===== src/hw/reduce_config.svh =====
`ifndef REDUCE_CONFIG_SVH
`define REDUCE_CONFIG_SVH

// payload carried by every flit, one word
`define RED_PAYLOAD_W 32

// one mesh coordinate and the full rank {z,y,x}
`define RED_COORD_W 3
`define RED_RANK_W 9

// header fields
`define RED_CTX_W 8
`define RED_TAG_W 8
`define RED_ALG_W 2
`define RED_OP_W 4

// children annotation added by the ingress stage
`define RED_CHILD_W 3

// ranks taking part in the reduction tree
`define RED_COMM_SIZE 8

// both FIFOs hold 1 << RED_FIFO_LG entries
`define RED_FIFO_LG 4

// table entries, picked by the low context id bits
`define RED_CTX_ENTRIES 4

// width of the dropped-flit counter
`define RED_CNT_W 16

`endif


===== src/hw/reduce_pkg.sv =====
`include "reduce_config.svh"

package reduce_pkg;

  // reduction ops as carried in the op field
  typedef enum logic [`RED_OP_W-1:0] {
    OP_ADD = 4'd0,
    OP_MAX = 4'd1,
    OP_MIN = 4'd2,
    OP_AND = 4'd3,
    OP_OR  = 4'd4,
    OP_XOR = 4'd5
  } red_op_e;

  // wire format, valid bit at 72 down to payload at 31..0
  typedef struct packed {
    logic                      valid;
    logic [`RED_COORD_W-1:0]   dst_z;
    logic [`RED_COORD_W-1:0]   dst_y;
    logic [`RED_COORD_W-1:0]   dst_x;
    logic [`RED_COORD_W-1:0]   src_z;
    logic [`RED_COORD_W-1:0]   src_y;
    logic [`RED_COORD_W-1:0]   src_x;
    logic [`RED_CTX_W-1:0]     context_id;
    logic [`RED_TAG_W-1:0]     tag;
    logic [`RED_ALG_W-1:0]     algtype;
    red_op_e                   op;
    logic [`RED_PAYLOAD_W-1:0] payload;
  } flit_t;

  // buffered form with the local child count on top
  typedef struct packed {
    logic [`RED_CHILD_W-1:0] children;
    flit_t                   flit;
  } tagged_flit_t;

  // position of a rank in the tree, root sits at 0
  function automatic int unsigned rel_of(int unsigned rank, int unsigned root);
    return (rank + `RED_COMM_SIZE - (root % `RED_COMM_SIZE)) % `RED_COMM_SIZE;
  endfunction

  // binary tree, children of rel are 2*rel+1 and 2*rel+2
  function automatic int unsigned children_of(int unsigned rel);
    int unsigned n;
    n = 0;
    if (2 * rel + 1 < `RED_COMM_SIZE)
      n = n + 1;
    if (2 * rel + 2 < `RED_COMM_SIZE)
      n = n + 1;
    return n;
  endfunction

  // the root reports to itself
  function automatic int unsigned parent_of(int unsigned rank, int unsigned root);
    int unsigned rel;
    rel = rel_of(rank, root);
    if (rel == 0)
      return rank;
    return ((rel - 1) / 2 + root) % `RED_COMM_SIZE;
  endfunction

endpackage


===== src/hw/tree_ingress.sv =====
`timescale 1ns/100ps
`include "reduce_config.svh"

module tree_ingress #(
  parameter logic [`RED_RANK_W-1:0] rank = '0,
  parameter logic [`RED_RANK_W-1:0] root = '0
) (
  input  logic                      clk,
  input  logic                      rst,
  input  reduce_pkg::flit_t         in_flit,
  input  logic                      in_wr,
  output logic                      in_full,
  input  logic [`RED_FIFO_LG:0]     fifo_count,
  output reduce_pkg::tagged_flit_t  ing_flit,
  output logic                      ing_wr,
  output logic [`RED_CNT_W-1:0]     drop_count
);
  import reduce_pkg::*;

  localparam int unsigned DEPTH = 1 << `RED_FIFO_LG;

  // child count is fixed by rank and root
  localparam logic [`RED_CHILD_W-1:0] CHILDREN =
    `RED_CHILD_W'(children_of(rel_of(rank, root)));

  logic [`RED_RANK_W-1:0] dst_rank;
  logic                   accept;

  // destination rank in {z,y,x} order
  assign dst_rank = {in_flit.dst_z, in_flit.dst_y, in_flit.dst_x};

  // only live flits for this rank go on
  assign accept = in_flit.valid && (dst_rank == rank);

  // two slots kept back, one for the flit in the ingress register
  // and one for a write in the same cycle
  assign in_full = (fifo_count >= (`RED_FIFO_LG+1)'(DEPTH - 2));

  always_ff @(posedge clk or posedge rst)
  begin
    if (rst)
    begin
      ing_wr     <= 1'b0;
      drop_count <= '0;
    end
    else
    begin
      ing_wr <= in_wr && accept;
      // count every written flit that is filtered out
      if (in_wr && !accept)
        drop_count <= drop_count + 1'b1;
    end
  end

  // annotated flit, qualified by ing_wr
  always_ff @(posedge clk)
  begin
    if (in_wr)
    begin
      ing_flit.children <= CHILDREN;
      ing_flit.flit     <= in_flit;
    end
  end

endmodule


===== src/hw/flit_fifo.sv =====
`timescale 1ns/100ps
`include "reduce_config.svh"

module flit_fifo #(
  parameter type payload_t = logic [7:0]
) (
  input  logic                  clk,
  input  logic                  rst,
  input  logic                  wr,
  input  payload_t              wr_data,
  output logic                  full,
  input  logic                  pop,
  output payload_t              rd_data,
  output logic                  empty,
  output logic [`RED_FIFO_LG:0] count
);

  localparam int unsigned DEPTH = 1 << `RED_FIFO_LG;

  payload_t                 mem [DEPTH];
  logic [`RED_FIFO_LG-1:0]  wr_ptr;
  logic [`RED_FIFO_LG-1:0]  rd_ptr;
  logic                     do_wr;
  logic                     do_rd;

  // flags come straight from the fill count
  assign empty = (count == '0);
  assign full  = (count == (`RED_FIFO_LG+1)'(DEPTH));

  // requests against full or empty are ignored
  assign do_wr = wr && !full;
  assign do_rd = pop && !empty;

  always_ff @(posedge clk or posedge rst)
  begin
    if (rst)
    begin
      wr_ptr <= '0;
      rd_ptr <= '0;
      count  <= '0;
    end
    else
    begin
      // pointers wrap naturally at the depth
      if (do_wr)
        wr_ptr <= wr_ptr + 1'b1;
      if (do_rd)
        rd_ptr <= rd_ptr + 1'b1;
      // write and read together leave the count alone
      case ({do_wr, do_rd})
        2'b10:   count <= count + 1'b1;
        2'b01:   count <= count - 1'b1;
        default: count <= count;
      endcase
    end
  end

  // storage and the registered read port
  always_ff @(posedge clk)
  begin
    if (do_wr)
      mem[wr_ptr] <= wr_data;
    if (do_rd)
      rd_data <= mem[rd_ptr];
  end

endmodule


===== src/hw/reduction_table.sv =====
`timescale 1ns/100ps
`include "reduce_config.svh"

module reduction_table #(
  parameter logic [`RED_RANK_W-1:0] rank = '0,
  parameter logic [`RED_RANK_W-1:0] root = '0
) (
  input  logic                      clk,
  input  logic                      rst,
  input  logic                      fifo_empty,
  output logic                      tbl_pop,
  input  reduce_pkg::tagged_flit_t  tbl_flit,
  input  logic                      out_full,
  output reduce_pkg::flit_t         res_flit,
  output logic                      res_wr
);
  import reduce_pkg::*;

  localparam int IDX_W = $clog2(`RED_CTX_ENTRIES);
  localparam int CW    = `RED_COORD_W;

  // where finished results are sent
  localparam logic [`RED_RANK_W-1:0] PARENT = `RED_RANK_W'(parent_of(rank, root));

  // table entries
  logic [`RED_CTX_ENTRIES-1:0] busy;
  logic [`RED_PAYLOAD_W-1:0]   acc      [`RED_CTX_ENTRIES];
  logic [`RED_CHILD_W-1:0]     arrivals [`RED_CTX_ENTRIES];
  flit_t                       hdr      [`RED_CTX_ENTRIES];

  // flit coming out of the input FIFO this cycle
  logic                        rd_vld;
  flit_t                       cur;
  logic [IDX_W-1:0]            idx;

  // next state of the addressed entry
  flit_t                       base;
  logic [`RED_PAYLOAD_W-1:0]   new_acc;
  logic [`RED_CHILD_W-1:0]     new_cnt;
  logic                        done;
  flit_t                       res_next;

  function automatic logic [`RED_PAYLOAD_W-1:0] combine(
    input red_op_e                   op,
    input logic [`RED_PAYLOAD_W-1:0] a,
    input logic [`RED_PAYLOAD_W-1:0] b
  );
    case (op)
      OP_ADD:  return a + b;
      OP_MAX:  return (a > b) ? a : b;
      OP_MIN:  return (a < b) ? a : b;
      OP_AND:  return a & b;
      OP_OR:   return a | b;
      OP_XOR:  return a ^ b;
      default: return a;
    endcase
  endfunction

  // one flit in flight at a time, so a pop never meets a full output
  // and an entry is never read while its update is pending
  assign tbl_pop = !fifo_empty && !out_full && !rd_vld && !res_wr;

  assign cur = tbl_flit.flit;
  assign idx = cur.context_id[IDX_W-1:0];

  always_comb
  begin
    if (busy[idx])
    begin
      // fold into the open context with the op of its first flit
      base    = hdr[idx];
      new_acc = combine(hdr[idx].op, acc[idx], cur.payload);
      new_cnt = arrivals[idx] + 1'b1;
    end
    else
    begin
      // first arrival opens the entry
      base    = cur;
      new_acc = cur.payload;
      new_cnt = `RED_CHILD_W'(1);
    end

    // own flit plus one per child; a leaf finishes at once
    done = (new_cnt == tbl_flit.children + 1'b1);

    // result heads up the tree
    res_next            = base;
    res_next.valid      = 1'b1;
    res_next.dst_z      = PARENT[2*CW +: CW];
    res_next.dst_y      = PARENT[CW +: CW];
    res_next.dst_x      = PARENT[0 +: CW];
    res_next.src_z      = rank[2*CW +: CW];
    res_next.src_y      = rank[CW +: CW];
    res_next.src_x      = rank[0 +: CW];
    res_next.payload    = new_acc;
  end

  always_ff @(posedge clk or posedge rst)
  begin
    if (rst)
    begin
      rd_vld <= 1'b0;
      res_wr <= 1'b0;
      busy   <= '0;
    end
    else
    begin
      // read data is valid the cycle after the pop
      rd_vld <= tbl_pop;
      res_wr <= rd_vld && done;
      if (rd_vld)
        busy[idx] <= !done;
    end
  end

  // entry contents only matter while busy is set
  always_ff @(posedge clk)
  begin
    if (rd_vld)
    begin
      acc[idx]      <= new_acc;
      arrivals[idx] <= new_cnt;
      if (!busy[idx])
        hdr[idx] <= cur;
      if (done)
        res_flit <= res_next;
    end
  end

endmodule


===== src/hw/reduce_node_top.sv =====
`timescale 1ns/100ps
`include "reduce_config.svh"

module reduce_node_top #(
  parameter logic [`RED_RANK_W-1:0] rank = '0,
  parameter logic [`RED_RANK_W-1:0] root = '0
) (
  input  logic                  clk,
  input  logic                  rst,
  input  reduce_pkg::flit_t     in_flit,
  input  logic                  in_wr,
  output logic                  in_full,
  output reduce_pkg::flit_t     out_flit,
  input  logic                  out_pop,
  output logic                  out_empty,
  output logic [`RED_CNT_W-1:0] drop_count
);
  import reduce_pkg::*;

  // ingress to input FIFO
  tagged_flit_t          ing_flit;
  logic                  ing_wr;
  logic [`RED_FIFO_LG:0] in_count;

  // input FIFO to table
  tagged_flit_t          tbl_flit;
  logic                  tbl_pop;
  logic                  in_empty;

  // table to output FIFO
  flit_t                 res_flit;
  logic                  res_wr;
  logic                  res_full;

  tree_ingress #(
    .rank (rank),
    .root (root)
  ) u_ingress (
    .clk        (clk),
    .rst        (rst),
    .in_flit    (in_flit),
    .in_wr      (in_wr),
    .in_full    (in_full),
    .fifo_count (in_count),
    .ing_flit   (ing_flit),
    .ing_wr     (ing_wr),
    .drop_count (drop_count)
  );

  // annotated flits wait here for the table
  flit_fifo #(
    .payload_t (tagged_flit_t)
  ) u_in_fifo (
    .clk     (clk),
    .rst     (rst),
    .wr      (ing_wr),
    .wr_data (ing_flit),
    .full    (),
    .pop     (tbl_pop),
    .rd_data (tbl_flit),
    .empty   (in_empty),
    .count   (in_count)
  );

  reduction_table #(
    .rank (rank),
    .root (root)
  ) u_table (
    .clk        (clk),
    .rst        (rst),
    .fifo_empty (in_empty),
    .tbl_pop    (tbl_pop),
    .tbl_flit   (tbl_flit),
    .out_full   (res_full),
    .res_flit   (res_flit),
    .res_wr     (res_wr)
  );

  // results toward the parent
  flit_fifo #(
    .payload_t (flit_t)
  ) u_out_fifo (
    .clk     (clk),
    .rst     (rst),
    .wr      (res_wr),
    .wr_data (res_flit),
    .full    (res_full),
    .pop     (out_pop),
    .rd_data (out_flit),
    .empty   (out_empty),
    .count   ()
  );

endmodule


===== config.mk =====
export PLATFORM = sky130hd
export DESIGN_NAME = reduce_node_top
export DESIGN_NICKNAME = d
export VERILOG_FILES = /design/src/hw/reduce_pkg.sv /design/src/hw/tree_ingress.sv /design/src/hw/flit_fifo.sv /design/src/hw/reduction_table.sv /design/src/hw/reduce_node_top.sv
export VERILOG_INCLUDE_DIRS = /design/src /design/src/hw
export SDC_FILE = /design/constraint.sdc
export NUM_CORES = 2
export LEC_CHECK = 0
export BUFFER_PORTS_ARGS = -buffer_cell sky130_fd_sc_hd__buf_2
export CORE_UTILIZATION = 39
export DETAILED_ROUTE_END_ITERATION = 7
export SLEW_MARGIN = 20
export SYNTH_ARGS = -nofsm -noshare
export SYNTH_HDL_FRONTEND = slang
export SYNTH_HIERARCHICAL = 1
export SYNTH_SLANG_ARGS = --single-unit

===== constraint.sdc =====
create_clock -name clk -period 21.3 [get_ports clk]
set_input_delay 2.13 -clock clk [delete_from_list [all_inputs] [get_ports clk]]
set_output_delay 2.13 -clock clk [all_outputs]
set_load 0.01 [all_outputs]

==> results.json <==
{
  "chipHeight_um": 515.9,
  "drv_slew": 0,
  "initial_core_util_pct": 39.23,
  "utilization_pct": 44.17,
  "layout_min_cycle_time_ns": 6.494,
  "die_w_um": 515.9,
  "clockBufferDepth": 4,
  "hpwl_mm": 126.9,
  "grt_start_max_net_pins": 150,
  "status": "complete, no violations",
  "core_region_area_um2": 262500,
  "slowest_stage": "nand2_1",
  "cp_top_family": "compound AO/OA/AOI/OAI gates",
  "power_mw": 12.23,
  "cts.clk_slew.worst_paths_ns": 0.05,
  "cts_max_level": 5,
  "cts_hold_buffers": 0,
  "stdcell_count": 9430,
  "insertion_delay_ns": 0.92,
  "drt_pass1_iterations": 6,
  "worst-path-max-fanout": 39,
  "wirelength_mm": 237.7,
  "grt_pass1_wl_mm": 348.8,
  "pre_cts_ws_ns": 14.77,
  "cellLeakagePower_nw": 37.44,
  "synth-warning-count": 6,
  "track_usage_pct": 17.71,
  "drt_iter0_markers": 4603,
  "ioPinCount": 168,
  "holdCritPathClass": "register to register",
  "fin_skew_ns": 0.04179,
  "rows": 188,
  "fill_cells": 22460,
  "max_slew_margin_pct": 25.00,
  "final_nets": 5923,
  "ant_nets": 0,
  "final_common_cell": "edfxtp_1",
  "cts_tree": "done",
  "drv_cap": 0,
  "portBuffers": 158,
  "critPathMaxStageDelay_ns": 0.81,
  "path_class": "register to register",
  "dieArea_um2": 266100,
  "grt_pass1_vias": 52130,
  "dr_total_vias": 51660,
  "end_kind": "register",
  "path_buf_inv": 3,
  "cts_made_buffers": 281,
  "clock_sinks": 2595,
  "post_cts_resized": 0,
  "timing.final.ws_setup_ns": 14.81,
  "tightestPinTransition_ns": 1.120,
  "synth_area_um2": 103000,
  "place_congestion": 0.8599,
  "vdd_ir_drop_max_mv": 0.1373,
  "drc": 0,
  "worstPathCellList": "buf_4 > buf_4 > mux4_2 > inv_1 > ha_1 > nor4_1 > nand4_1 > a21oi_1 > nor4_1 > o221ai_1 > a21boi_1 > nand2_1 > a22o_1",
  "setup_viol": 0,
  "drive_above_1_share_pct": 20.37,
  "area_growth_pct": 12.60,
  "arrival_ns": 7.08,
  "startpoint_type": "register",
  "fin_tns_setup_ns": 0,
  "cts_root_buffer": "clkbuf_16",
  "rsz0062_at_grt": "false",
  "post-route-period-util_pct": 30.49,
  "fmax_mhz": 154.0,
  "power_density_nw_per_um2": 105.5,
  "critPathRequiredTime_ns": 21.88,
  "grt-ovfl-total": 0,
  "cts_setup_buffers": 0,
  "syn_area_per_cell_um2": 18.80,
  "layout_common_cells": "edfxtp_1, mux2i_1, mux4_2",
  "avgViaCountPerCell": 5.479,
  "antenna_found_initial": 14,
  "wl_per_cell_um": 25.21,
  "synth_cells": 5478,
  "hold_violations": 0,
  "placed_cells": 8957
}
-- stage by stage --
step | cell area [µm²] | hold slack (ns)
floorplan | 103000 | 0.4024
global placement | 107600 | 0.4369
detailed placement | 107600 | 0.4601
CTS | 115900 | 0.4684
global route | 115900 | 0.4862
finish | 116000 | 0.4703
-- per-layer routing --
layer / global-route usage (%) / share of wire, % / vias up
met5: 0 / 0 / -
met4: 4.630 / 2.3 / 0
met3: 2.461 / 5.1 / 404
met2: 29.29 / 49 / 1521
met1: 24.55 / 44 / 27150
li1: - / - / 22590
-- layout make-up --
| cell class | count | area, µm² | share of cell area [%] |
|---|---|---|---|
| inverters | 102 | 382.9 | 0.3302 |
| clock inverters | 130 | 947.2 | 0.8168 |
| well taps | 3515 | 4398 | 3.793 |
| repair buffers | 271 | 1704 | 1.470 |
| clock buffers | 339 | 7365 | 6.351 |
| diodes | 4 | 10.01 | 0.008632 |
| flip-flops and latches | 2595 | 77710 | 67.01 |
| multi-input cells | 2474 | 23450 | 20.22 |
-- registers in the layout (all words and copies together), names as in the netlist, 12 cells and up --
name	flops
u_table/arrivals	12
u_table/acc	128
u_out_fifo/rd_data	73
u_table/hdr	88
u_out_fifo/mem	1168
u_ingress/drop_count	16
u_in_fifo/mem	912
u_ingress/ing_flit	54
u_in_fifo/rd_data	57
u_table/res_flit	54
-- power by group --
part	total [mW]	switching, mW	internal, mW	leakage (nW)
clock	4.48	1.88	2.59	4.09
sequential	5.90	0.140	5.76	23.6
combinational	1.86	1.10	0.756	9.74
total	12.2	3.12	9.11	37.4
-- path summary, 6_finish.rpt --
check,startpoint,endpoint,slack (ns),depth (start not counted)
max,u_in_fifo/rd_data[46],u_table/acc[1][9],14.81,13
min,u_ingress/drop_count[15],u_ingress/drop_count[15],0.47,1
max reg2reg,u_in_fifo/rd_data[46],u_table/acc[1][9],14.81,13
min reg2reg,u_ingress/drop_count[15],u_ingress/drop_count[15],0.47,1
max in group asynchronous,rst,u_ingress/drop_count[13],19.45,2
min in group asynchronous,rst,u_table/res_wr,1.27,2
(Power assumes the default switching activity.)
